<file path="src/dcache_pkg.sv">
`default_nettype none

package dcache_pkg;

    localparam int addr_width     = 32;
    localparam int word_width     = 32;
    localparam int words_per_line = 8;
    localparam int offset_width   = 5;
    localparam int index_width    = 6;
    localparam int tag_width      = addr_width - index_width - offset_width;
    localparam int way_count      = 2;

    // Derived geometry
    localparam int set_count      = 1 << index_width;
    localparam int line_width     = words_per_line * word_width;
    localparam int byte_sel_width = 2;

    typedef logic [addr_width-1:0]                     addr_t;
    typedef logic [word_width-1:0]                     word_t;
    typedef logic [word_width/8-1:0]                   strb_t;
    typedef logic [line_width-1:0]                     line_t;
    typedef logic [line_width/8-1:0]                   line_strb_t;
    typedef logic [index_width-1:0]                    index_t;
    typedef logic [tag_width-1:0]                      tag_t;
    typedef logic [offset_width-byte_sel_width-1:0]    word_sel_t;
    typedef logic [$clog2(way_count)-1:0]              way_t;

    typedef enum logic [1:0] {
        idle,
        writeback,
        fetch,
        install
    } refill_state_t;

endpackage

`default_nettype wire

</file>
<file path="src/dcache_request_stage.sv">
`timescale 1ns/1ps
`default_nettype none

module dcache_request_stage
    import dcache_pkg::*;
(
    input  logic   clk,
    input  logic   rst,
    input  logic   req_valid,
    input  logic   req_write,
    input  addr_t  req_addr,
    input  word_t  req_wdata,
    input  strb_t  req_wstrb,
    input  logic   miss,
    input  logic   refill_busy,
    input  logic   fill_done,
    output logic   req_ready,
    output index_t rd_index,
    output logic   s1_valid,
    output logic   s1_write,
    output addr_t  s1_addr,
    output word_t  s1_wdata,
    output strb_t  s1_wstrb
);

    logic accept;
    logic store_block;
    logic replay;

    assign req_ready = !(miss || refill_busy || store_block || replay);
    assign accept    = req_valid && req_ready;

    // The replay cycle rereads the held request once the new line is in the array
    assign rd_index = replay ? s1_addr[offset_width +: index_width]
                             : req_addr[offset_width +: index_width];

    always_ff @(posedge clk) begin
        if (rst) begin
            s1_valid    <= 1'b0;
            store_block <= 1'b0;
            replay      <= 1'b0;
        end else begin
            s1_valid    <= accept || replay;
            store_block <= (accept && req_write) || (replay && s1_write);
            replay      <= fill_done;
        end
    end

    always_ff @(posedge clk) begin
        if (accept) begin
            s1_write <= req_write;
            s1_addr  <= req_addr;
            s1_wdata <= req_wdata;
            s1_wstrb <= req_wstrb;
        end
    end

endmodule

`default_nettype wire

</file>
<file path="config.mk">
export PLATFORM = sky130hd
export DESIGN_NAME = dcache_request_stage
export DESIGN_NICKNAME = d
export VERILOG_FILES = /design/src/dcache_pkg.sv /design/src/dcache_request_stage.sv
export SDC_FILE = /design/constraint.sdc
export NUM_CORES = 1
export LEC_CHECK = 0
export ABC_CLOCK_PERIOD_IN_PS = 4000
export BUFFER_PORTS_ARGS = -buffer_cell sky130_fd_sc_hd__buf_2
export CORE_MARGIN = 10
export CORE_UTILIZATION = 41
export CTS_CLUSTER_DIAMETER = 120
export CTS_CLUSTER_SIZE = 10
export DETAILED_ROUTE_END_ITERATION = 7
export GPL_TIMING_DRIVEN = 0
export PLACE_DENSITY = 0.78
export SETUP_SLACK_MARGIN = 0.3
export SKIP_CTS_REPAIR_TIMING = 1
export SYNTH_ARGS = -nofsm -noshare
export SYNTH_HDL_FRONTEND = slang
export SYNTH_SLANG_ARGS = --single-unit
</file>
<file path="constraint.sdc">
create_clock -name clk -period 4 [get_ports clk]
set_clock_uncertainty 0.1 [all_clocks]
set_input_delay 0.4 -clock clk [delete_from_list [all_inputs] [get_ports clk]]
set_output_delay 0.4 -clock clk [all_outputs]
set_load 0.1 [all_outputs]
</file>
# Yosys cells after proc, flatten, opt, wreduce, memory -nomap -nowiden
# Index checks and enable logic that the tools add are counted.
# totals
ff_bits,72
output_inout_bits,77
# op_classes
muxes,1
n_reduce_logical,9
# op_table
op,count
$mux W6,1
$logic_or A1 B1 Y1,5
$logic_and A1 B1 Y1,3
$logic_not A1 Y1,1

# Depth between registers and ports, before layout
# Gate-level depths: netlist (run 1).
# logic_depth
depth_word,7
ltp_mapped,3
depth_no_buf,2

# Worst setup path before layout (run 1)
# OpenSTA, ideal clock, no wires.
# synth_timing
path_type,flip-flop to flip-flop
from,reg replay
to,reg s1_addr[0] (enable)
setup_ps,434
arrival_time_ps,3370
t_required_ps,3466
setup_slack_ps,97
path_stages_with_launch,4
n_path_buf,1
period_less_slack_ps,3903
cell_sequence,dfxtp_1 > buf_2 > nor4_4 > and2_1
# synth_via
elab_chain_cells,3
# synth_rtl
item,line,text
from (decl),dcache_request_stage.sv:28,logic replay;
from (signal assigned),dcache_request_stage.sv:45,replay <= fill_done;
$logic_or A1 B1 Y1,dcache_request_stage.sv:30,assign req_ready = !(miss || refill_busy || store_block || replay);
$logic_not A1 Y1,dcache_request_stage.sv:30,
named net req_ready,dcache_request_stage.sv:17,"output logic req_ready,"
$logic_and A1 B1 Y1,dcache_request_stage.sv:31,assign accept = req_valid && req_ready;
named net accept,dcache_request_stage.sv:26,logic accept;
to (signal assigned),dcache_request_stage.sv:52,s1_addr <= req_addr;
to (decl),dcache_request_stage.sv:21,"output addr_t s1_addr,"
# The timed path passes the listed nets, and every way through them passes these cells.
# A chain may end at the register's enable or synchronous reset.

# Final worst setup path (run 1)
# layout_timing
from,reg replay
to,out req_ready
# layout_via
elab_chain_cells,2
# layout_rtl
item,line
$logic_or A1 B1 Y1,dcache_request_stage.sv:30
$logic_not A1 Y1,dcache_request_stage.sv:30
to (decl),dcache_request_stage.sv:17
# Every way passes these cells.

==> results of run 1 <==
[power by group]
group | switching (µW) | internal [µW] | total, µW
logic | 193 | 45.6 | 239
registers | 4.73 | 848 | 853
clock network | 266 | 224 | 490
[critical path: stages (launching register included)]
cell	delay, ns
dfxtp_1	0.30
buf_2	0.19
nor4_4	0.33
buf_2	0.49
[logic make-up after synthesis]
logic type | share of synthesized area
DFF | 0.936
muxes | 0.0297
and+or+nand+nor | 0.0247
AOI/OAI and AO/OA | 0.00604
buffers and inverters | 0.00384
[final timing paths]
kind / slack [ns] / cells past startpoint / start / end
max reg2reg: 1.91 / 3 / replay / s1_wdata[26]
min: 0.13 / 1 / req_addr[14] / s1_addr[14]
min reg2reg: 0.46 / 2 / s1_write / store_block
max: 1.84 / 3 / replay / req_ready
[per-stage QoR]
| step | hold slack, ns | worst slack (ns) |
|---|---|---|
| 2_1_floorplan | 0.369 | 0.798 |
| 3_3_place_gp | 0.429 | 1.46 |
| 3_5_place_dp | 0.444 | 1.89 |
| 4_1_cts | 0.110 | 1.81 |
| 5_1_grt | 0.103 | 1.75 |
| 6_report | 0.129 | 1.84 |
[routing by layer]
layer | global-route usage | up-vias | share of wire
met5 | 0 | - | 0.0025
met4 | 0.0449 | 2 | 0.0085
met3 | 0.125 | 7 | 0.18
met2 | 0.229 | 101 | 0.50
met1 | 0.121 | 694 | 0.31
li1 | - | 677 | -
[state kept, by name, indices dropped and copies added (netlist names)]
signal       cells
s1_addr         32
s1_wdata        32
s1_wstrb         4
replay           1
s1_valid         1
s1_write         1
store_block      1
[layout make-up]
type / instances / area (µm²) / share of cell area
Sequential cell: 72 / 2130 / 0.646
Timing Repair Buffer: 151 / 756 / 0.229
Multi-Input combinational cell: 14 / 140 / 0.0425
Clock buffer: 9 / 124 / 0.0376
Tap cell: 72 / 90.1 / 0.0273
Clock inverter: 7 / 47.5 / 0.0144
Buffer: 1 / 5.00 / 0.00152
Inverter: 1 / 3.75 / 0.00114
[synth_stat cells]
library cell,n
mux2_2,6
inv_1,1
dfxtp_1,3
edfxtp_1,69
a21oi_1,1
and2_1,1
or4b_1,1
nand2_1,1
nor2b_1,1
o2bb2ai_1,1
and3b_1,1
nor4_4,1
buf_2,1
==> qor.yml, run 1 <==
outcome: "finished clean"
area_growth_pct: 44.8
antenna-diode-count: 0
synth_area_leaders: "edfxtp_1 91%, mux2_2 3.0%, dfxtp_1 2.6%"
dr.first_iter.drc_count: 34
drv_cap: 0
crit_type: "reg -> out"
start_util: 0.419
final_common_cell: "buf_2"
h-tree-depth: 3
fillers: 419
wl_per_cell_um: 19.4
synth.distinct_cells: 13
hpwlAfterDp_mm: 5.07
cts_buffers: 9
viasPerCell: 4.53
place_congestion: 0.727
fmax_ghz: 0.463
stdcell_count: 327
period_minus_slack_ns: 2.16
slew_headroom: 0.426
grt_max_degree: 70
slew_viol_final: 0
worstMarginPinSlew_ns: 0.862
drive_above_1_share: 0.686
grt_setup_unrepaired: "no"
p_leak_uw: 0.00139
drt-total-wl_mm: 6.35
yosysTopAreaCell: "edfxtp_1"
setup_viol: 0
final_antenna_net_count: 0
grt_pass1_vias: 1645
clk_pin_slew_ns: 0.08
cp.arrival_ns: 1.66
io_pins: 152
cts_tree: "built"
design_area_um2: 3300
power_density_nw_per_um2: 480
dp_cells: 311
final_cell_mix: "152 x buf_2, 69 x edfxtp_1, 9 x clkbuf_8"
hold_violations: 0
track_usage: 0.140
io_buffers: 151
syn_inst: 88
grt_antenna_before_repair: 2
tns_ns: 0
hp-class: "in -> reg"
vdd.ir_drop.worst_mv: 0.357
gr-total-overflow: 0
row_count: 27
cp-start-kind: "register"
final_core_util: 0.606
netlist.area_leader.share: 0.909
synth-seq-area-share: 0.936
syn_area_um2: 2280
clockBufferDepth: 2
drc: 0
yosys_warnings: 0
grt_pass1_wl_mm: 8.99
synth.net_count: 163
vias: 1481
clk_latency_ns: 0.34
cts.sinks: 72
core_area_um2: 5440
yosys_register_bits: 72
critical_path_required_ns: 3.50
drt_pre_antenna_iters: 4
die_h_um: 94.5
avgSynthCellArea_um2: 25.9
total_power_uw: 1580
cts_root_buffer: "clkbuf_8"
crit_fanout: 9
dpl_cell_area_um2: 3130
endpoint_kind: "output pin"
dieWidth_um: 94.5
nets: 325
fin_crit_sh: 0.540
die_area_um2: 8940
No activity file was read; power rests on OpenSTA's default activity.
==> run 2: changes to the inputs <==
- ABC_CLOCK_PERIOD_IN_PS: 4000 -> 2100
- clock period: 4 -> 2.1 ns (I/O delays scaled with it)
==> qor.yml, run 2 (synthesis gave the netlist of run 1 again) <==
outcome: "finished clean"
cts.sinks: 72
clk_latency_ns: 0.34
worstMarginPinSlew_ns: 0.513
grt_setup_unrepaired: "yes"
dr.first_iter.drc_count: 82
crit_type: "reg -> out"
io_buffers: 151
stdcell_count: 399
grt_antenna_before_repair: 0
grt_max_degree: 70
crit_buf_inv: 2
reg2reg_from: "replay"
p_leak_uw: 0.00172
dp_cells: 311
die_h_um: 94.5
multi_input_area_um2: 149
cts_tree: "built"
wl_per_cell_um: 19.5
power_density_nw_per_um2: 852
startpoint: "replay"
slowest_stage: "buf_4"
core_area_um2: 5440
slew_viol_final: 0
clk_pin_slew_ns: 0.08
hp-class: "in -> reg"
period_minus_slack_ns: 1.85
path_cells: "buf_6 -> nor4_4 -> buf_4"
nets: 397
antenna-diode-count: 0
clockBufferDepth: 2
hp-start: "refill_busy"
crit_fanout: 9
critical_path_required_ns: 1.79
row_count: 27
start_util: 0.419
area_growth_pct: 79.8
cp_top_family: "buffers and inverters"
cts_root_buffer: "clkbuf_8"
slew_headroom: 0.660
setup_viol: 0
cp-start-kind: "register"
fin_hold_ws_ns: 0.108
final_antenna_net_count: 0
fillers: 339
endpoint_kind: "output pin"
grt_pass1_wl_mm: 8.49
drive_above_1_share: 0.535
h-tree-depth: 3
drt-total-wl_mm: 7.77
place_congestion: 0.696
dieWidth_um: 94.5
rrSetupSlack_ns: 0.26
fin_crit_sh: 0.881
vdd.ir_drop.worst_mv: 0.527
drc: 0
vias: 1775
register_area_um2: 2130
track_usage: 0.129
drt_pre_antenna_iters: 4
cts_buffers: 9
cp.arrival_ns: 1.54
die_area_um2: 8940
reg_top3: "s1_addr x32, s1_wdata x32, s1_wstrb x4"
grt_pass1_vias: 1640
final_cell_mix: "147 x buf_2, 71 x dlygate4sd3_1, 69 x edfxtp_1"
drv_cap: 0
critical-path-max-stage-delay_ns: 0.37
final_common_cell: "buf_2"
io_pins: 152
hold_violations: 0
gr-total-overflow: 0
viasPerCell: 4.45
fmax_ghz: 0.541
-- run 2: cell count changes in the layout (fill, tap and decap cells not counted), moves of 2 or more --
cell / delta
buf_2: -5
dlygate4sd3_1: +71
clkbuf_4: +3
clkinv_4: -2
bufinv_16: +3
-- run 2: layer usage --
metal,up-vias,share of wire,global-route usage
li1,820,-,-
met1,831,0.34,0.131
met2,116,0.53,0.199
met5,-,0,0
met3,8,0.12,0.0809
met4,0,0.010,0.0761
-- run 2: through the flow --
| step | instance area [µm²] | setup TNS (ns) | power (µW) | util | setup WS, ns |
|---|---|---|---|---|---|
| final | 4100 | 0 | 3490 | 0.753 | 0.250 |
| after global routing | 4100 | 0 | 3580 | 0.753 | 0.218 |
| after CTS | 3370 | 0 | 3370 | 0.619 | 0.0899 |
| after detailed placement | 3130 | 0 | 2110 | 0.576 | 0.112 |
| after global placement | 3130 | 0 | 2110 | 0.576 | 0.164 |
| after floorplan | 2290 | -46.36 | 1990 | - | -0.672 |
-- run 2: final timing paths --
path,cells past startpoint,end
max reg2reg,3,s1_wdata[6]
min,3,s1_valid
min reg2reg,2,store_block
max,3,req_ready
-- run 2: where the power goes --
part	switching, µW	total (µW)	internal (µW)
Clock	511	1290	779
Combinational	396	574	178
Sequential	10.6	1630	1610
Total	918	3490	2570
-- run 2: tightest hold or removal path: cells and delay by family --
kind	cells	cell delay [ns]
AOI/OAI and AO/OA	1	0.06
and+or+nand+nor	1	0.11
buffers and inverters	1	0.11
-- run 2: area by class of cell --
class,count,area share
clock buffer,9,0.0302
clock inverter,7,0.0269
buffer,1,0.00275
tap,72,0.0220
sequential,72,0.520
inverter,1,0.000916
timing repair buffer,222,0.360
multi-input combinational,15,0.0363
