## config.mk

```make
export PLATFORM = sky130hd
export DESIGN_NAME = dcache_refill
export DESIGN_NICKNAME = d
export VERILOG_FILES = /design/src/dcache_pkg.sv /design/src/dcache_refill.sv
export SDC_FILE = /design/constraint.sdc
export NUM_CORES = 1
export LEC_CHECK = 0
export ABC_AREA = 1
export BUFFER_PORTS_ARGS = -buffer_cell sky130_fd_sc_hd__buf_2
export CORE_AREA = 2 2 465 467
export CTS_CLUSTER_SIZE = 8
export DETAILED_ROUTE_END_ITERATION = 8
export DIE_AREA = 0 0 467 469
export GPL_TIMING_DRIVEN = 0
export MAX_ROUTING_LAYER = met4
export SYNTH_ARGS = -nofsm -noshare
export SYNTH_HDL_FRONTEND = slang
export SYNTH_SLANG_ARGS = --single-unit
export TNS_END_PERCENT = 5
```

## constraint.sdc

```tcl
create_clock -name clk -period 10.3 [get_ports clk]
set_clock_uncertainty 0.15 [all_clocks]
set_input_delay 3.09 -clock clk [delete_from_list [all_inputs] [get_ports clk]]
set_output_delay 3.09 -clock clk [all_outputs]
set_load 0.02 [all_outputs]
```

## src/dcache_pkg.sv

```systemverilog
`default_nettype none

package dcache_pkg;

    localparam int addr_width     = 32;
    localparam int word_width     = 32;
    localparam int words_per_line = 8;
    localparam int offset_width   = 5;
    localparam int index_width    = 6;
    localparam int tag_width      = addr_width - index_width - offset_width;
    localparam int way_count      = 2;

    // Derived geometry
    localparam int set_count      = 1 << index_width;
    localparam int line_width     = words_per_line * word_width;
    localparam int byte_sel_width = 2;

    typedef logic [addr_width-1:0]                     addr_t;
    typedef logic [word_width-1:0]                     word_t;
    typedef logic [word_width/8-1:0]                   strb_t;
    typedef logic [line_width-1:0]                     line_t;
    typedef logic [line_width/8-1:0]                   line_strb_t;
    typedef logic [index_width-1:0]                    index_t;
    typedef logic [tag_width-1:0]                      tag_t;
    typedef logic [offset_width-byte_sel_width-1:0]    word_sel_t;
    typedef logic [$clog2(way_count)-1:0]              way_t;

    typedef enum logic [1:0] {
        idle,
        writeback,
        fetch,
        install
    } refill_state_t;

endpackage

`default_nettype wire

```

## src/dcache_refill.sv

```systemverilog
`timescale 1ns/1ps
`default_nettype none

module dcache_refill
    import dcache_pkg::*;
(
    input  logic   clk,
    input  logic   rst,
    input  logic   miss,
    input  addr_t  miss_addr,
    input  way_t   victim_way,
    input  logic   victim_dirty,
    input  tag_t   victim_tag,
    input  line_t  victim_line,
    input  logic   mem_rd_ack,
    input  line_t  mem_rd_line,
    input  logic   mem_wr_ack,
    output logic   refill_busy,
    output logic   mem_rd_req,
    output addr_t  mem_rd_addr,
    output logic   mem_wr_req,
    output addr_t  mem_wr_addr,
    output line_t  mem_wr_line,
    output logic   fill_valid,
    output way_t   fill_way,
    output index_t fill_index,
    output tag_t   fill_tag,
    output line_t  fill_line,
    output logic   fill_done
);

    refill_state_t state;

    assign refill_busy = (state != idle);
    assign mem_wr_req  = (state == writeback);
    assign mem_rd_req  = (state == fetch);
    assign fill_valid  = (state == install);
    assign fill_done   = (state == install);
    assign mem_rd_addr = {fill_tag, fill_index, {offset_width{1'b0}}};

    always_ff @(posedge clk) begin
        if (rst) begin
            state <= idle;
        end else begin
            case (state)
                idle: begin
                    if (miss) begin
                        state <= victim_dirty ? writeback : fetch;
                    end
                end
                writeback: begin
                    if (mem_wr_ack) begin
                        state <= fetch;
                    end
                end
                fetch: begin
                    if (mem_rd_ack) begin
                        state <= install;
                    end
                end
                default: state <= idle;
            endcase
        end
    end

    // Victim and target are captured in the miss cycle, before the arrays move on
    always_ff @(posedge clk) begin
        if (state == idle && miss) begin
            fill_way    <= victim_way;
            fill_index  <= miss_addr[offset_width +: index_width];
            fill_tag    <= miss_addr[offset_width + index_width +: tag_width];
            mem_wr_addr <= {victim_tag, miss_addr[offset_width +: index_width],
                            {offset_width{1'b0}}};
            mem_wr_line <= victim_line;
        end
        if (state == fetch && mem_rd_ack) begin
            fill_line <= mem_rd_line;
        end
    end

endmodule

`default_nettype wire

```

Word-level counts from Yosys, hierarchy flattened
Cells that the tools add are included.
{"block": "op_classes", "eq_ne": 6, "n_reduce_logical": 5, "n_mux": 5}
{"operator": "2-bit two-way mux", "count": 4}
{"operator": "2-bit inequality test, second input constant", "count": 3}
{"operator": "2-bit one-hot mux with 3 select lines", "count": 1}
{"operator": "2-bit equality test, second input constant", "count": 2}
{"operator": "3-bit AND reduction", "count": 1}
{"operator": "2-bit by 1-bit equality test with 1-bit output, second input constant", "count": 1}
{"operator": "1-bit logical AND", "count": 2}
{"operator": "2-bit logical NOT", "count": 1}
{"operator": "2-bit nonzero test", "count": 1}
{"block": "word_totals", "regBits": 569}

Longest topological paths before layout
Gate-level depths: netlist (run 1).
{"block": "depth", "ltp_word": 3, "depth_mapped": 8, "depth_no_buf": 8}

Worst setup path after synthesis (run 1)
OpenSTA, ideal clock, no wires.
{"block": "synth_timing", "path_type": "input port to flip-flop", "start": "in miss", "end": "reg fill_index[0], enable pin", "arrival_ns": 9.020, "path_slack_ns": 0.474, "setup_time_ns": 0.656, "path_stages": 2, "t_required_ns": 9.494, "cell_sequence": "nand2_1 > inv_1"}
{"block": "synth_between", "elab_chain_len": 1}
{"item": "from (decl)", "line": "dcache_refill.sv:9", "source": "input logic miss,"}
{"item": "1-bit logical AND", "line": "dcache_refill.sv:68", "source": "if (state == idle && miss) begin"}
{"item": "to (signal assigned)", "line": "dcache_refill.sv:70", "source": "fill_index <= miss_addr[offset_width +: index_width];"}
{"item": "to (decl)", "line": "dcache_refill.sv:26", "source": "output index_t fill_index,"}
Every way passes these cells.
A chain may end at the register's enable or synchronous reset.

Worst setup path in the final report (run 1)
{"block": "layout_timing", "start": "reg state[0]", "end": "out fill_valid"}
{"block": "layout_between", "elab_chain_len": 1}
{"item": "from (decl)", "line": "dcache_refill.sv:32", "source": "refill_state_t state;"}
{"item": "from (signal assigned)", "line": "dcache_refill.sv:43", "source": "state <= idle;"}
{"item": "from (signal assigned)", "line": "dcache_refill.sv:48", "source": "state <= victim_dirty ? writeback : fetch;"}
{"item": "from (signal assigned)", "line": "dcache_refill.sv:53", "source": "state <= fetch;"}
{"item": "2-bit equality test", "line": "dcache_refill.sv:37", "source": "assign fill_valid = (state == install);"}
{"item": "to (decl)", "line": "dcache_refill.sv:24", "source": "output logic fill_valid,"}
Every way passes these cells.

==> results.py, run 1 <==
metrics = {
    "route": {
        "via_count": 12510,
        "route.detailed.drc": 0,
        "viasPerCell": 2.522,
        "routed_wl_um": 149900,
        "initialDrtViolationCount": 494,
        "final_antenna_net_count": 0,
        "wl_per_cell_um": 30.21,
        "dr.pass1.iters": 6,
    },
    "global_routing": {
        "grt_util_all_layers_pct": 13.51,
        "grt_pass1_vias": 12440,
        "overflow": 0,
        "grt_pass1_wl_um": 172500,
        "antenna_found_initial": 283,
        "grt_max_degree": 101,
    },
    "clock_tree": {
        "clkTransAtPathRegs_ns": 0.05,
        "cts_tree": "yes",
        "cts_resized": 0,
        "cts_setup_buffers": 0,
        "holdBufCountCts": 0,
        "numCtsBuffers": 88,
        "clkLatencyLatePin_ns": 0.68,
        "htree_levels": 3,
        "root_buffer": "clkbuf_16",
        "clockBufferDepth": 3,
        "clkSinkCount": 563,
    },
    "status": {
        "status": "finished clean",
    },
    "yosys": {
        "syn_avg_cell_area_um2": 26.91,
        "synth_cell_types": 13,
        "synth_warnings": 0,
        "yosysSeqAreaShare_pct": 96.97,
        "syn-cell-area_um2": 17410,
        "synth_cells": 647,
        "ys_ff_latch": 563,
    },
    "final_layout": {
        "drive_gt1_share_pct": 68.03,
        "final_cell_mix": "1,165 x buf_2, 561 x edfxtp_1, 90 x clkbuf_16, 44 x buf_4, 14 x nand2_1",
        "layout.cells.most_common": "buf_2",
        "fin_nets": 2492,
        "multi_input_area_um2": 177.7,
        "syn2layout_area_growth_pct": 72.00,
        "seqCellArea_um2": 16890,
        "fillCellCount": 23840,
        "design_area_um2": 29950,
    },
    "pwr": {
        "leakagePower_nw": 11.55,
        "power_density_nw_per_um2": 257.2,
        "clkPwrFrac_pct": 35.9,
        "combPwrFrac_pct": 22.9,
        "p_sw_mw": 2.596,
        "internal-power_mw": 5.109,
        "power.share.switching_pct": 33.69,
        "p_seq_share_pct": 41.1,
        "ir_drop_mv": 0.1393,
    },
    "hold_path": {
        "holdPathStages": 4,
        "hold_path.class": "flop to flop",
    },
    "sta": {
        "rsz0062_at_grt": "no",
        "setup_slack_ns": 5.338,
        "slew_headroom_pct": 45.33,
        "finalHoldViolations": 0,
        "min_period_ns": 4.962,
        "tightest_slew_ns": 0.8201,
        "fin_crit_sh_pct": 48.18,
        "maxSlewViolCount": 0,
        "fmax_mhz": 201.5,
        "finalSetupViolCount": 0,
    },
    "place": {
        "dp_hpwl_um": 133300,
        "place_area_um2": 26980,
        "gp_congestion": 0.9404,
        "pre_cts_ws_ns": 4.969,
        "portBuffers": 1165,
    },
    "worst_setup_path": {
        "required_ns": 7.06,
        "critPathCaptureType": "primary output",
        "cp_slowest_stage_delay_ns": 0.38,
        "cp.arrival_ns": 1.72,
        "critPathLaunchType": "flop",
        "worstSetupPathType": "flop to primary output",
        "crit_chain": "ha_1 -> buf_4 -> buf_2",
        "worstPathMaxFanout": 4,
        "reg2regPathDepth": 6,
        "slowest_stage": "dfxtp_1",
    },
    "floorplanning": {
        "io_pins": 1181,
        "die_h_um": 469,
        "die_w_um": 467,
        "die-area_um2": 219000,
        "core_area_um2": 213800,
        "rows": 170,
        "start_util_pct": 8.146,
    },
    "flow_run": {
        "max-cap-violations": 0,
    },
}
==> Yosys cell counts <==
library cell	count	area, µm²
edfxtp_1	561	16850
buf_4	44	330.3
nand2_1	14	52.55
inv_1	11	41.29
ha_1	4	50.05
inv_2	3	11.26
nor2_1	3	11.26
dfxtp_1	2	40.04
conb_1	1	3.750
nand3_1	1	5.000
nand3_2	1	10.01
nor2_2	1	6.260
o21ai_0	1	5.000
==> path summary, 6_finish.rpt <==
path,start,to,slack [ns]
setup / recovery,state[0]$_SDFFE_PP0P_,fill_valid,5.34
hold reg to reg,state[1]$_SDFFE_PP0P_,state[1]$_SDFFE_PP0P_,0.48
setup reg to reg,state[0]$_SDFFE_PP0P_,mem_wr_line[204]$_DFFE_PP_,7.46
hold / removal,state[1]$_SDFFE_PP0P_,state[1]$_SDFFE_PP0P_,0.48
==> cell families (layout without fill, tap and decap cells) <==
logic type / Yosys count / count (layout) / share of synthesized area (%)
AOI/OAI and AO/OA: 1 / 1 / 0.02871
adders and majority gates: 4 / 4 / 0.2874
DFF: 563 / 563 / 96.97
buffers and inverters: 58 / 1354 / 2.199
and+or+nand+nor: 20 / 20 / 0.4886
other: 1 / 182 / 0.02154
==> per-layer routing <==
layer	up-vias	GRT usage (%)	part of all wire, %
met5	-	-	0
li1	5312	-	-
met1	5767	11.67	29
met2	1136	22.35	48
met3	298	10.92	20
met4	0	3.462	3.2
==> sequential cells by signal (all words and copies together) (netlist names) <==
register     flops
mem_wr_addr     22
state            2
fill_line      256
mem_wr_line    256
fill_way         1
fill_tag        21
fill_index       5
==> power groups by stage <==
stage	registers (mW)	clock network (mW)	logic, mW
CTS	3.17	2.91	1.86
global route	3.20	2.97	1.89
finish	3.17	2.77	1.77
global placement	3.45	0	1.81
floorplan	3.84	0	0.299
detailed placement	3.21	0	1.86
==> metrics by stage <==
stage | total power [mW] | TNS [ns] | utilization, % | hold WS, ns | instances
after floorplan | 4.138 | 0 | - | 0.4137 | 656
after global placement | 5.256 | -1451.00 | 12.55 | 0.4389 | 4659
after detailed placement | 5.070 | 0 | 12.62 | 0.4678 | 4664
after CTS | 7.944 | 0 | 13.81 | 0.4776 | 4790
after global routing | 8.060 | 0 | 13.97 | 0.5244 | 4928
final | 7.705 | 0 | 14.01 | 0.4812 | 4962
==> layout make-up <==
cell class / count / share of cell area, %
Sequential cell: 563 / 56.38
Timing Repair Buffer: 1170 / 19.93
Tap cell: 2838 / 11.86
Clock buffer: 101 / 7.658
Antenna cell: 172 / 1.437
Buffer: 44 / 1.103
Clock inverter: 25 / 0.8188
Multi-Input combinational cell: 35 / 0.5932
Inverter: 14 / 0.2256
==> critical path: cells and delay by family (launching register included) <==
kind	cells	cell delay, ns
flip-flops	1	0.38
buffers and inverters	2	0.33
adder cells (fa/ha/maj)	1	0.32
No activity file was read; power rests on OpenSTA's default activity.
==> run 2, diff against run 1 <==
==> constraint.sdc (replaced) <==
create_clock -name clk -period 5 [get_ports clk]
set_clock_uncertainty 0.15 [all_clocks]
set_input_delay 1.5 -clock clk [delete_from_list [all_inputs] [get_ports clk]]
set_output_delay 1.5 -clock clk [all_outputs]
set_load 0.02 [all_outputs]
==> results.py, run 2 (synthesized netlist as in run 1, its figures left out) <==
metrics = {
    "flow_run": {
        "max-cap-violations": 0,
    },
    "floorplanning": {
        "die_w_um": 467,
        "core_area_um2": 213800,
        "io_pins": 1181,
        "rows": 170,
        "die-area_um2": 219000,
        "die_h_um": 469,
        "start_util_pct": 8.146,
    },
    "worst_setup_path": {
        "worstPathMaxFanout": 4,
        "cp.arrival_ns": 1.85,
        "critPathLaunchType": "flop",
        "worstSetupPathType": "flop to primary output",
        "required_ns": 3.35,
        "critPathCaptureType": "primary output",
    },
    "final_layout": {
        "final_cell_mix": "1,165 x buf_2, 561 x edfxtp_1, 90 x clkbuf_16, 44 x buf_4, 18 x clkbuf_1",
        "syn2layout_area_growth_pct": 72.36,
        "drive_gt1_share_pct": 67.68,
        "instances_no_fill": 4964,
        "fin_nets": 2500,
        "largestRegisters": "fill_line x256, mem_wr_line x256, mem_wr_addr x22",
        "layout.cells.most_common": "buf_2",
        "final_util_pct": 14.04,
    },
    "clock_tree": {
        "clockBufferDepth": 3,
        "htree_levels": 3,
        "cts_resized": 0,
        "cts_setup_buffers": 0,
        "clkSinkCount": 563,
        "numCtsBuffers": 87,
        "clkLatencyLatePin_ns": 0.71,
        "root_buffer": "clkbuf_16",
        "clkTransAtPathRegs_ns": 0.06,
        "holdBufCountCts": 0,
        "cts_tree": "yes",
    },
    "route": {
        "route.detailed.drc": 0,
        "initialDrtViolationCount": 623,
        "final_antenna_net_count": 0,
        "routed_wl_um": 156100,
        "via_count": 12680,
        "viasPerCell": 2.555,
        "dr.pass1.iters": 5,
        "wl_per_cell_um": 31.45,
    },
    "pwr": {
        "leakagePower_nw": 11.55,
        "ir_drop_mv": 0.2575,
        "power_density_nw_per_um2": 528.6,
    },
    "sta": {
        "fmax_mhz": 285.8,
        "finalHoldViolations": 0,
        "hold_ws_ns": 0.4810,
        "min_period_ns": 3.499,
        "finalSetupViolCount": 0,
        "slew_headroom_pct": 40.33,
        "fin_setup_tns_ns": 0,
        "tightest_slew_ns": 0.8951,
        "maxSlewViolCount": 0,
        "fin_crit_sh_pct": 69.99,
        "rsz0062_at_grt": "no",
    },
    "global_routing": {
        "use_met1_pct": 11.98,
        "busiest_layer": "met2",
        "antenna_found_initial": 303,
        "grt_util_all_layers_pct": 14.11,
        "grtUsageMet2_pct": 23.09,
        "met3_usage_pct": 12.20,
        "grt_pass1_wl_um": 179000,
        "grt_pass1_vias": 12500,
        "grt_max_degree": 50,
        "overflow": 0,
    },
    "place": {
        "dp_hpwl_um": 139900,
        "portBuffers": 1165,
        "gp_congestion": 0.9041,
        "place_inst": 4673,
    },
    "hold_path": {
        "hold_path.class": "flop to flop",
    },
    "status": {
        "status": "finished clean",
    },
}
-- run 2: cell count changes in the layout (fill, tap and decap cells not counted), sizes merged --
cell and delta:
buf +9, bufinv -3, clkbuf +7, clkinv +2
clkinvlp +3, diode -11, inv -5
-- run 2: layer usage --
layer	vias to the layer above	part of all wire (%)
li1	5332	-
met1	5785	29
met3	344	21
met5	-	0
met2	1221	47
met4	0	2.9
-- run 2: worst paths after layout --
kind | cells after the start | slack, ns | endpoint | startpoint
setup / recovery | 3 | 1.50 | fill_valid | state[0]$_SDFFE_PP0P_
setup reg to reg | 8 | 1.81 | mem_wr_line[131]$_DFFE_PP_ | state[0]$_SDFFE_PP0P_
hold reg to reg | 4 | 0.48 | state[1]$_SDFFE_PP0P_ | state[1]$_SDFFE_PP0P_
hold / removal | 4 | 0.48 | state[1]$_SDFFE_PP0P_ | state[1]$_SDFFE_PP0P_
-- run 2: final cells by class --
type                            count  area [µm²]
Multi-Input combinational cell     35       193.9
Buffer                             44       330.3
Antenna cell                      161       402.9
Fill cell                       23890      183800
Inverter                           14       60.06
Tap cell                         2838        3551
Sequential cell                   563       16890
Clock inverter                     22       158.9
Clock buffer                      108        2320
Timing Repair Buffer             1179        6111
-- run 2: metrics by stage --
| stage | total power, mW | setup WS [ns] | cell area [µm²] |
|---|---|---|---|
| 6_report | 15.87 | 1.501 | 30010 |
| 2_1_floorplan | 8.434 | -1.653 | 17470 |
| 5_1_grt | 16.57 | 1.391 | 29990 |
| 4_1_cts | 16.33 | 1.423 | 29610 |
| 3_5_place_dp | 10.54 | 1.007 | 27130 |
| 3_3_place_gp | 10.69 | -5.096 | 26850 |
-- run 2: worst max-delay path, cell delays in order (launching register included) --
cell	delay, ns
dfxtp_1	0.39
ha_1	0.36
buf_4	0.17
buf_2	0.21
-- run 2: power breakdown --
part	switching, mW	total, mW	internal, mW
Sequential	0.210	6.50	6.29
Combinational	2.85	3.77	0.920
Clock	2.37	5.59	3.23
