## config.mk

```make
export PLATFORM = sky130hd
export DESIGN_NAME = dcache_hit_stage
export DESIGN_NICKNAME = d
export VERILOG_FILES = /design/src/dcache_pkg.sv /design/src/dcache_hit_stage.sv
export SDC_FILE = /design/constraint.sdc
export NUM_CORES = 1
export LEC_CHECK = 0
export BUFFER_PORTS_ARGS = -buffer_cell sky130_fd_sc_hd__buf_2
export CORE_AREA = 5 5 491 493
export CTS_CLUSTER_SIZE = 24
export DETAILED_ROUTE_END_ITERATION = 7
export DIE_AREA = 0 0 496 498
export GPL_TIMING_DRIVEN = 0
export PLACE_DENSITY_LB_ADDON = 0.15
export SLEW_MARGIN = 25
export SYNTH_ARGS = -nofsm -noshare
export SYNTH_HDL_FRONTEND = slang
export SYNTH_SLANG_ARGS = --single-unit
```

## constraint.sdc

```tcl
create_clock -name clk -period 3.9 [get_ports clk]
set_input_delay 0.195 -clock clk [delete_from_list [all_inputs] [get_ports clk]]
set_output_delay 0.195 -clock clk [all_outputs]
set_load 0.005 [all_outputs]
```

## src/dcache_pkg.sv

```systemverilog
`default_nettype none

package dcache_pkg;

    localparam int addr_width     = 32;
    localparam int word_width     = 32;
    localparam int words_per_line = 8;
    localparam int offset_width   = 5;
    localparam int index_width    = 6;
    localparam int tag_width      = addr_width - index_width - offset_width;
    localparam int way_count      = 2;

    // Derived geometry
    localparam int set_count      = 1 << index_width;
    localparam int line_width     = words_per_line * word_width;
    localparam int byte_sel_width = 2;

    typedef logic [addr_width-1:0]                     addr_t;
    typedef logic [word_width-1:0]                     word_t;
    typedef logic [word_width/8-1:0]                   strb_t;
    typedef logic [line_width-1:0]                     line_t;
    typedef logic [line_width/8-1:0]                   line_strb_t;
    typedef logic [index_width-1:0]                    index_t;
    typedef logic [tag_width-1:0]                      tag_t;
    typedef logic [offset_width-byte_sel_width-1:0]    word_sel_t;
    typedef logic [$clog2(way_count)-1:0]              way_t;

    typedef enum logic [1:0] {
        idle,
        writeback,
        fetch,
        install
    } refill_state_t;

endpackage

`default_nettype wire

```

## src/dcache_hit_stage.sv

```systemverilog
`timescale 1ns/1ps
`default_nettype none

module dcache_hit_stage
    import dcache_pkg::*;
(
    input  logic       clk,
    input  logic       rst,
    input  logic       s1_valid,
    input  logic       s1_write,
    input  addr_t      s1_addr,
    input  word_t      s1_wdata,
    input  strb_t      s1_wstrb,
    input  tag_t       way0_rd_tag,
    input  logic       way0_rd_valid_bit,
    input  logic       way0_rd_dirty,
    input  line_t      way0_rd_line,
    input  tag_t       way1_rd_tag,
    input  logic       way1_rd_valid_bit,
    input  logic       way1_rd_dirty,
    input  line_t      way1_rd_line,
    input  logic       fill_done,
    output logic       resp_valid,
    output word_t      resp_rdata,
    output logic       miss,
    output addr_t      miss_addr,
    output way_t       victim_way,
    output logic       victim_dirty,
    output tag_t       victim_tag,
    output line_t      victim_line,
    output way_t       wr_way,
    output logic       wr_valid,
    output index_t     wr_index,
    output line_t      wr_line,
    output line_strb_t wr_word_strb,
    output logic       set_dirty
);

    index_t               s1_index;
    tag_t                 s1_tag;
    word_sel_t            s1_word;
    logic                 lookup;
    logic                 hit0;
    logic                 hit1;
    logic                 hit_any;
    line_t                hit_line;
    word_t                load_word;
    logic [set_count-1:0] lru;
    logic                 miss_wait;

    assign s1_index = s1_addr[offset_width +: index_width];
    assign s1_tag   = s1_addr[offset_width + index_width +: tag_width];
    assign s1_word  = s1_addr[offset_width-1:byte_sel_width];

    assign lookup  = s1_valid && !miss_wait;
    assign hit0    = way0_rd_valid_bit && (way0_rd_tag == s1_tag);
    assign hit1    = way1_rd_valid_bit && (way1_rd_tag == s1_tag);
    assign hit_any = hit0 || hit1;

    assign hit_line  = hit1 ? way1_rd_line : way0_rd_line;
    assign load_word = hit_line[{s1_word, 5'd0} +: word_width];

    // The LRU bit names the way to evict next
    assign victim_way   = lru[s1_index];
    assign victim_dirty = victim_way ? (way1_rd_valid_bit && way1_rd_dirty)
                                     : (way0_rd_valid_bit && way0_rd_dirty);
    assign victim_tag   = victim_way ? way1_rd_tag : way0_rd_tag;
    assign victim_line  = victim_way ? way1_rd_line : way0_rd_line;
    assign miss         = lookup && !hit_any;
    assign miss_addr    = s1_addr;

    assign wr_valid     = lookup && hit_any && s1_write;
    assign wr_way       = hit1;
    assign wr_index     = s1_index;
    assign wr_line      = {words_per_line{s1_wdata}};
    assign wr_word_strb = line_strb_t'(s1_wstrb) << {s1_word, 2'b00};
    assign set_dirty    = wr_valid && (|s1_wstrb);

    always_ff @(posedge clk) begin
        if (rst) begin
            resp_valid <= 1'b0;
            miss_wait  <= 1'b0;
            lru        <= '0;
        end else begin
            resp_valid <= lookup && hit_any;
            if (lookup && hit_any) begin
                lru[s1_index] <= !hit1;
            end
            if (miss) begin
                miss_wait <= 1'b1;
            end else if (fill_done) begin
                miss_wait <= 1'b0;
            end
        end
    end

    always_ff @(posedge clk) begin
        if (lookup && hit_any) begin
            resp_rdata <= s1_write ? '0 : load_word;
        end
    end

endmodule

`default_nettype wire

```

# After elaboration in Yosys (flattened, before gate mapping)
# Cells that the tools add are included.
[classes] addsub=0 multipliers=0 n_div=0 n_lt_le_gt_ge=2 eq_ne=2 shifts=2 n_mux=11 bitwise_logic=0 reduce_logical=16
[ops] operator="2-to-1 mux 256 bit" n=2
[ops] operator="indexed part select 256 x 9 -> 32 bit" n=1
[ops] operator="bitwise mux 64 bit" n=1
[ops] operator="== test 21 bit" n=2
[ops] operator="left shift 4 x 5 -> 32 bit" n=1
[ops] operator="2-to-1 mux 21 bit" n=1
[ops] operator="logical AND 1 bit" n=10
[ops] operator="less-than comparator 6 x 7 -> 1 bit (second input constant)" n=1
[ops] operator="binary-select mux 1 bit (select 6 bit)" n=1
[ops] operator="demux 1 bit (select 6 bit)" n=1
[ops] operator=">= comparator 6 x 1 -> 1 bit (second input constant)" n=1
[ops] operator="2-to-1 mux 1 bit" n=5
[ops] operator="OR reduction 4 bit" n=1
[ops] operator="logical NOT 1 bit" n=3
[ops] operator="nonzero test 2 bit" n=1
[ops] operator="logical OR 1 bit" n=1
[totals] reg_bits=98 latchBits=0 mem_bits_rw=0 rom_bits=0 in_bits=631 output_inout_bits=642 elab_cells=37 memories=0

# Logic depth before layout (Yosys ltp)
# Gate-level depths: netlist of run 1.
[depth] depth_word=6 mapped_depth=12 mapped_depth_nobuf=7

# Worst setup path after synthesis of run 1
# OpenSTA, ideal clock, no wires.
[synth_path] path_kind="input port to output port" startpoint="input port s1_addr[19]" endpoint="output port set_dirty" t_arrival_ns=2.971 required_ns=3.705 slack_ns=0.734 stages=8 path_buffers=1 cell_sequence="xor2_1 nor4_1 and4_1 a22oi_1 clkbuf_1 nor2_1 and2_1 o41a_1"
[synth_between] elab_chain_cells=6
[synth_lines] item="start, declared" line="dcache_hit_stage.sv:11" source="input addr_t s1_addr,"
[synth_lines] item="== test 21 bit, on equally long branches" line="dcache_hit_stage.sv:56, dcache_hit_stage.sv:57"
[synth_lines] item="logical AND 1 bit, on equally long branches" line="dcache_hit_stage.sv:56, dcache_hit_stage.sv:57"
[synth_lines] item="logical OR 1 bit *" line="dcache_hit_stage.sv:58" source="assign hit_any = hit0 || hit1;"
[synth_lines] item="logical AND 1 bit * (2 in series)" line="dcache_hit_stage.sv:72" source="assign wr_valid = lookup && hit_any && s1_write;"
[synth_lines] item="net wr_valid" line="dcache_hit_stage.sv:32" source="output logic wr_valid,"
[synth_lines] item="logical AND 1 bit *" line="dcache_hit_stage.sv:77" source="assign set_dirty = wr_valid && (|s1_wstrb);"
[synth_lines] item="end, declared" line="dcache_hit_stage.sv:36" source="output logic set_dirty"
# Mark *: on every way through the listed nets, which the timed path passes. The rest lies on a longest branch.

# Worst setup path in the final report of run 1
[layout_path] startpoint="register lru[47]" endpoint="output port victim_line[219]"
[layout_between] elab_chain_cells=3
[layout_lines] item="start, declared" line="dcache_hit_stage.sv:48" source="logic [set_count-1:0] lru;"
[layout_lines] item="start signal, assigned by index" line="dcache_hit_stage.sv:87" source="lru[s1_index] <= !hit1;"
[layout_lines] item="binary-select mux 1 bit (select 6 bit)" line="dcache_hit_stage.sv:64" source="assign victim_way = lru[s1_index];"
[layout_lines] item="2-to-1 mux 1 bit (implied by the code)" line="dcache_hit_stage.sv:64"
[layout_lines] item="2-to-1 mux 256 bit" line="dcache_hit_stage.sv:68" source="assign victim_line = victim_way ? way1_rd_line : way0_rd_line;"
[layout_lines] item="end, declared" line="dcache_hit_stage.sv:30" source="output line_t victim_line,"
# Every way passes these cells. The select of a mux whose other input is x is not followed.

==> out/metrics.cfg, run 1 <==
[timing]
post-route-period-util=0.949
slew_violations=0
finalSetupViolations=0
min_period_ns=3.70
hold_viol=0
relSlewSlack=0.272
setup_ws_ns=0.200
tns_ns=0
rsz0062_at_grt=false
fmax_ghz=0.270
max_slew.worst_pin.slew_ns=1.09
skew_ns=0.0620
timing.hold.ws_ns=0.0957

[routing]
postRouteAntennaNets=0
first_iter_violations=883
vias=17329
firstDrtPassIters=5
drt_drc_violations_left=0
wl_microns=167000
via_per_inst=2.97
wl_per_cell_microns=28.7

[placed_design]
placed_cells=5795
gp_congestion=0.828
post-dp-hpwl_microns=150000
port_buffers=1231
post_dp_cell_area_sq_um=25700
place_ws_ns=-1.27

[worst_setup_path]
reg2regPathDepth=6
endpoint_kind=output port
cp-endpoint=victim_line[219]
cp-start-kind=flip-flop
crit_type=reg2out
rrSetupSlack_ns=1.39
crit_required_ns=3.70
rr_endpoint=lru[17]
startpoint=lru[47]
cp_max_fo=10
arrival_ns=3.50
r2r-start=miss_wait

[cells_and_area]
layout.nets=3270
stdcell_count=5826
final_cell_area_sq_um=26100
final_common_cell=buf_2
drive_gt1_frac=0.790
area_delta_synth_final_pct=72.6
layout_common_cells=buf_2, buf_4, mux2_4

[clock_tree]
clk_pin_slew_ns=0.09
clock_latency_ns=0.49
cts.htree.levels=3
cts_sinks=98
clock_path_buffers=2
cts_tree=yes
cts_root_buf=clkbuf_16
holdBufCountCts=0
cts_buffers=9
postCtsSetupRepairBufs=0

[synth]
yosysWarnings=0
yosysTopAreaCellShare=0.207
synth_compound_area_frac=0.0822
synthMuxAreaShare=0.508
yosys.area_share.simple=0.0441
synth_flop_cell=dfxtp_1
netlist_instances=1366
yosys-top-cells-area=mux2_4, mux4_2, buf_4
syn_area_per_cell_sq_um=11.1
synth_edf_count=32
synth.distinct_cells=49
synth_top_family_by_area=multiplexers
async_flop_share=0
synth.largest_area_cell=mux2_4
ys_seq_area_frac=0.151
synthXorXnorAreaFrac=0.0243
synth_nets=1997
ys_ff_latch=98
synthAdderAreaFrac=0
synthesis.area_sq_um=15100

[floorplanning]
die_h_microns=498
die-width_microns=496
start_util=0.0640
num_io_pins=1273
num_rows=179
die_area_sq_um=247000
core_region_area_sq_um=237000

[grt]
grt_max_degree=20
grt_antenna_before_repair=136
grt_usage=0.129
first_global_vias=17948
grt_pass1_wl_microns=206000
grt_overflow_total=0

[power_and_ir_drop]
power.leakage_nw=11.6
vdd_drop_max_mv=0.261
powerDensity_nw_per_um2=202

[outcome]
status=complete, no violations

[worst_hold_path]
hp-class=in2reg
whs_path_depth=4

[flow_run]
drv_cap=0

==> metrics by stage <==
step,power (W),utilization
final,0.00526,0.110
after global placement,0.00418,0.107
after CTS,0.00547,0.110
after floorplan,0.00250,-
after detailed placement,0.00419,0.109
after global routing,0.00556,0.110
==> synthesized netlist by cell type, types with 22 or more instances <==
cell,number
a211oi_1,64
a21oi_1,73
buf_2,22
buf_4,296
buf_6,26
clkbuf_1,51
dfxtp_1,66
edfxtp_1,32
mux2_2,75
mux2_4,209
mux2i_1,73
mux4_2,131
nor2_1,47
nor4_1,22
o22ai_1,33
==> cell type report <==
class	instances	area, sq um
clock buffers	9	225
repair buffers	1262	6490
multi-input cells	856	10100
diodes	15	37.5
clock inverters	7	93.8
well taps	3167	3960
plain buffers	407	2900
flip-flops and latches	98	2280
fillers	27731	210000
inverters	5	18.8
==> worst min path at each step <==
stage | from | end | slack [ns]
global route | fill_done | miss_wait | 0.13
finish | fill_done | miss_wait | 0.1
floorplan | fill_done | miss_wait | 0.38
CTS | fill_done | miss_wait | 0.03
detailed placement | miss_wait | miss_wait | 0.48
global placement | miss_wait | miss_wait | 0.47
==> routing by layer <==
layer	share of wire	vias up	routed length, microns	track usage
met5	0.0016	-	269	0
met4	0.014	40	2370	0.0118
met3	0.070	255	11600	0.0351
met2	0.56	919	93900	0.263
met1	0.35	8631	58900	0.134
li1	-	7484	-	-
==> state kept, by name, indices dropped and copies added, names as in the netlist <==
name,flops
lru,64
resp_rdata,32
resp_valid,1
miss_wait,1
==> where the power goes <==
group | internal, W | switching, W | leakage, nW | total, W
clock | 0.000520 | 0.000678 | 0.153 | 0.00120
combinational | 0.00150 | 0.00151 | 10.7 | 0.00301
sequential | 0.00106 | 0.000000316 | 0.811 | 0.00106
==> repair_timing <==
action / in CTS / in global routing
endpoints found under the setup margin: 28 / 4
resized for setup: 7 / 1
pin swaps: 0 / 0
==> worst max-delay path: stages, from the launching register on <==
cell      delay [ns]
dfxtp_1         0.32
mux2_1          0.31
a221oi_1        0.35
o221ai_1        0.19
o31a_1          0.15
mux4_2          0.53
buf_6           0.20
buf_6           0.20
buf_6           0.23
mux2_4          0.34
buf_2           0.14
==> cell families after synthesis <==
group                  Yosys count
AO/OA/AOI/OAI                  193
XOR/XNOR                        42
buffers and inverters          412
flip-flops                      98
multiplexers                   490
AND/OR/NAND/NOR                131
No activity file was read; power rests on OpenSTA's default activity.
==> run 2, diff against run 1 <==
ABC_AREA = 1   (was default)
CORE_AREA = 5 5 488 490   (was 5 5 491 493)
DIE_AREA = 0 0 493 495   (was 0 0 496 498)
==> run 2 against run 1 <==
  * Clock power decreased by 10%
  * Setup slack got worse by 0.10 ns
  * Cell area increased by 15%
  * Cell count increased by 39%
  * Via count increased by 73%
  * Largest cell class unchanged
  * Largest power group unchanged
  * Highest routed layer unchanged
==> out/metrics.cfg, run 2 <==
[outcome]
status=complete, no violations

[routing]
firstDrtPassIters=5
vias=30050
drt_drc_violations_left=0
first_iter_violations=1989
postRouteAntennaNets=0
via_per_inst=3.70
wl_per_cell_microns=30.7
wl_microns=249000

[floorplanning]
start_util=0.0810
die_h_microns=495
die-width_microns=493
die_area_sq_um=244000
core_region_area_sq_um=234000
num_rows=178
num_io_pins=1273

[placed_design]
gp_congestion=0.877
port_buffers=1232
post-dp-hpwl_microns=218000

[timing]
max_slew.worst_pin.slew_ns=1.12
fmax_ghz=0.263
skew_ns=0.0210
relSlewSlack=0.252
min_period_ns=3.80
hold_viol=0
slew_violations=0
timing.hold.ws_ns=0.0503
rsz0062_at_grt=true
post-route-period-util=0.975
finalSetupViolations=0

[synth]
yosys-top-cells-area=nand2_1, nand3_1, inv_1
synth_flop_cell=dfxtp_1
syn_area_per_cell_sq_um=5.05
async_flop_share=0
synthesis.area_sq_um=18900
post-synth-top-count-cell=nand2_1
synth_nets=4381
synth_edf_count=32
synth.largest_area_cell=nand2_1
ys_seq_area_frac=0.121
yosysTopAreaCellShare=0.221
synth.distinct_cells=29
synth_common_cells=nand2_1, nand3_1, inv_1, buf_4, nor2_1
netlist_instances=3750
ys_ff_latch=98
yosysWarnings=0

[grt]
grt_pass1_wl_microns=311000
first_global_vias=29832
grt_antenna_before_repair=132
grt_max_degree=22
grt_overflow_total=0
grt_usage=0.194

[worst_setup_path]
startpoint=s1_addr[6]
rrSetupSlack_ns=1.02
r2r-start=miss_wait
endpoint_kind=output port
crit_required_ns=3.70
reg2regPathDepth=6
arrival_ns=3.61
rr_endpoint=resp_rdata[12]
crit_type=in2out
cp-endpoint=victim_line[156]
cp-start-kind=input pin
cp_max_fo=13

[flow_run]
drv_cap=0

[cells_and_area]
largest_reg_flops=64
area_delta_synth_final_pct=57.9
top_register=lru
regArea_sq_um=2280
drive_gt1_frac=0.344
reg_top3=lru x64, resp_rdata x32
multi_input_comb_area_sq_um=10900
final_common_cell=buf_2
layout.nets=5638
fin_util=0.128
fillers=28091
layout_common_cells=buf_2, nand2_1, nand3_1

[clock_tree]
clock_latency_ns=0.44
cts_sinks=98
cts_buffers=9
clock_path_buffers=2
cts.htree.levels=3
clk_pin_slew_ns=0.10
cts_tree=yes
cts_root_buf=clkbuf_16

[worst_hold_path]
hp-class=in2reg
hp-start=rst

[power_and_ir_drop]
vdd_drop_max_mv=0.194
power.leakage_nw=16.7
power_w=0.00452
powerDensity_nw_per_um2=151

-- run 2: cell types whose count changed after synthesis, moves of 75 or more --
cell,before,now
nand2_1,18,1116
nand3_1,5,717
inv_1,4,669
mux2_4,209,0
nand4_1,5,197
nor2_1,47,204
mux4_2,131,0
clkbuf_1,51,157
mux2_2,75,0
-- run 2: cells by family after synthesis --
kind of cell	Yosys count	synth area share
AND/OR/NAND/NOR	2258	0.524
flip-flops	98	0.121
buffers and inverters	1241	0.310
XOR/XNOR	8	0.00370
AO/OA/AOI/OAI	145	0.0418
-- run 2: routing by layer --
layer | wire [microns] | vias to the layer above | global-route usage | part of all wire
met5 | 192 | - | 0 | 0.00077
met4 | 9740 | 30 | 0.0643 | 0.039
met3 | 13500 | 322 | 0.0340 | 0.054
met2 | 126000 | 1412 | 0.359 | 0.51
met1 | 99300 | 14287 | 0.226 | 0.40
li1 | - | 13999 | - | -
-- run 2: critical path, cell delays in order --
cell       delay (ns)
buf_2            0.21
inv_2            0.08
nand3_1          0.24
inv_2            0.15
clkbuf_4         0.26
a22oi_1          0.21
o2111ai_1        0.16
nand2_1          0.13
nand2_1          0.10
nor2_4           0.13
buf_12           0.15
buf_2            0.48
buf_2            0.59
nand3_1          0.14
nand2_1          0.15
buf_2            0.14
-- run 2: area by class of cell --
cell class / count / share of cell area
inverter: 679 / 0.0854
clock buffer: 9 / 0.00753
antenna: 46 / 0.00385
tap: 3060 / 0.128
multi-input combinational: 2411 / 0.364
timing repair buffer: 1248 / 0.216
buffer: 560 / 0.116
sequential: 98 / 0.0763
clock inverter: 7 / 0.00272
-- run 2: power breakdown --
part | switching, W | internal [W] | total (W)
Combinational | 0.00147 | 0.000915 | 0.00238
Sequential | 0.000000587 | 0.00105 | 0.00106
Clock | 0.000619 | 0.000460 | 0.00108
-- run 2: per-stage QoR --
stage | std cells | instance area [sq um] | worst slack, ns | TNS [ns]
after global placement | 8042 | 28900 | -1.98 | -378.74
after CTS | 8073 | 29700 | 0.0167 | 0
after floorplan | 3750 | 18900 | 1.24 | 0
after detailed placement | 8050 | 29200 | -1.31 | -182.89
final | 8118 | 29900 | 0.0959 | 0
after global routing | 8089 | 29800 | -0.0723 | -0.547
-- run 2: timing repair --
action | CTS | global route
endpoints found under the setup margin | 302 | 62
endpoints found under the hold margin | 1 | 0
gates resized for setup | 45 | 17
pin swaps | 2 | 0
hold buffers | 1 | 0
gates cloned | 0 | 0
setup buffers | 7 | 0
-- run 2: worst min path at each step --
stage	end	cells after the start
final	miss_wait	2
after detailed placement	miss_wait	4
after CTS	miss_wait	2
after global routing	miss_wait	2
after floorplan	miss_wait	1
after global placement	miss_wait	4
==> run 3, diff against run 2 <==
GPL_TIMING_DRIVEN = default   (was 0)
==> run 3 against run 2 <==
  * Sequential share of layout area up 1.2 points
  * Largest cell class unchanged
  * Via count down 13%
  * Largest power group unchanged
  * Highest routed layer unchanged
  * Clock-buffer cell count unchanged
  * Global-route usage down 5.3 points
==> out/metrics.cfg, run 3 (synthesis gave the netlist of run 2 again) <==
[timing]
min_period_ns=3.40
post-route-period-util=0.873
relSlewSlack=0.446
max_slew.worst_pin.slew_ns=0.832
slew_violations=0
tns_ns=0
hold_viol=0
skew_ns=0.0210
rsz0062_at_grt=false
finalSetupViolations=0
setup_ws_ns=0.495
fmax_ghz=0.294
timing.hold.ws_ns=0.0934

[cells_and_area]
largest_reg_flops=64
final_cell_area_sq_um=25900
layout_common_cells=nand2_1, buf_2, nand3_1
final_common_cell=nand2_1
area_delta_synth_final_pct=36.7
top_register=lru
layout.nets=4914
reg_top3=lru x64, resp_rdata x32
drive_gt1_frac=0.262

[worst_setup_path]
arrival_ns=3.21
rr_endpoint=resp_rdata[12]
rrSetupSlack_ns=2.11
cp_max_fo=57
cp-start-kind=input pin
r2r-start=miss_wait
crit_required_ns=3.70
crit_type=in2out
reg2regPathDepth=4
endpoint_kind=output port

[power_and_ir_drop]
power_frac_comb=0.465
power.share.switching=0.459
p_switching_w=0.00183
power.share.clock=0.271
vdd_drop_max_mv=0.221
internal-power_w=0.00216
power_w=0.00400
seq_power_share=0.264
powerDensity_nw_per_um2=154
power.leakage_nw=14.1

[clock_tree]
cts.htree.levels=3
postCtsSetupRepairBufs=0
cts.repair.resized=0
cts_buffers=9
clock_latency_ns=0.45
holdBufCountCts=1
clk_pin_slew_ns=0.10
cts_root_buf=clkbuf_16
cts_sinks=98
cts_tree=yes
clock_path_buffers=2

[worst_hold_path]
hp-class=in2reg
whs_path_depth=2
hp-start=rst
worstHoldEndpoint=miss_wait

[routing]
wl_per_cell_microns=24.7
drt_drc_violations_left=0
vias=26246
first_iter_violations=1513
firstDrtPassIters=6
via_per_inst=3.56
wl_microns=182000
postRouteAntennaNets=0

[grt]
grt_overflow_total=0
grt_antenna_before_repair=103
grt_pass1_wl_microns=237000
first_global_vias=25776
grt_max_degree=84
grt_usage=0.141

[floorplanning]
start_util=0.0810
die_h_microns=495
die_area_sq_um=244000
core_region_area_sq_um=234000
die-width_microns=493
num_rows=178
num_io_pins=1273

[placed_design]
post-dp-hpwl_microns=153000
port_buffers=980
gp_congestion=0.851
place_ws_ns=0.429
post_dp_cell_area_sq_um=25500

[flow_run]
drv_cap=0

[outcome]
status=complete, no violations

==> run 3: changes by cell type in the layout (fill, tap and decap cells not counted), sizes merged <==
cell / previous run / this run
clkbuf: 167 / 9
diode: 46 / 30
inv: 682 / 681
buf: 1649 / 1083
clkinv: 4 / 5
==> run 3: area by class of cell <==
class | instances | area, sq um
Fill cell | 28095 | 208000
Multi-Input combinational cell | 2411 | 10800
Timing Repair Buffer | 1084 | 5980
Tap cell | 3060 | 3830
Inverter | 679 | 2560
Sequential cell | 98 | 2280
Clock buffer | 9 | 225
Clock inverter | 7 | 81.3
Antenna cell | 30 | 75.1
==> run 3: how the worst max path moves through the flow <==
stage / start / to / slack, ns / cells after the start
2_1_floorplan: s1_addr[12] / resp_rdata[0] / 1.24 / 15
3_3_place_gp: s1_addr[7] / victim_line[23] / 0.44 / 13
3_5_place_dp: s1_addr[7] / victim_line[140] / 0.43 / 13
4_1_cts: s1_addr[7] / victim_line[140] / 0.41 / 13
5_1_grt: s1_addr[7] / victim_line[140] / 0.18 / 13
6_report: s1_addr[7] / victim_line[140] / 0.50 / 13
==> run 3: per-layer routing <==
metal	GRT usage	vias up	routed length, microns
li1	-	12518	-
met1	0.175	12302	76000
met2	0.247	1213	88600
met3	0.0394	177	14000
met4	0.0243	36	3510
met5	0	-	248
==> run 3: worst max-delay path, cell delays in order <==
cell and delay [ns]:
buf_2 0.15, nand3_1 0.34, inv_1 0.37, a22oi_1 0.26, o221ai_1 0.13, o21ai_1 0.15
nand2_1 0.10, nor2_4 0.28, buf_12 0.26, buf_4 0.34, nand3_1 0.19, nand2_1 0.12
buf_2 0.18
==> run 3: power groups by stage <==
stage	clock network, W	logic (W)	registers (W)
3_3_place_gp	0	0.00193	0.00108
3_5_place_dp	0	0.00192	0.00108
6_report	0.00109	0.00186	0.00106
5_1_grt	0.00119	0.00206	0.00106
4_1_cts	0.00119	0.00193	0.00106
2_1_floorplan	0	0.000936	0.00108
==> run 3: through the flow <==
stage / util / cells
after floorplan: - / 3750
after global placement: 0.109 / 7331
after detailed placement: 0.109 / 7331
after CTS: 0.110 / 7348
after global routing: 0.111 / 7355
final: 0.111 / 7378
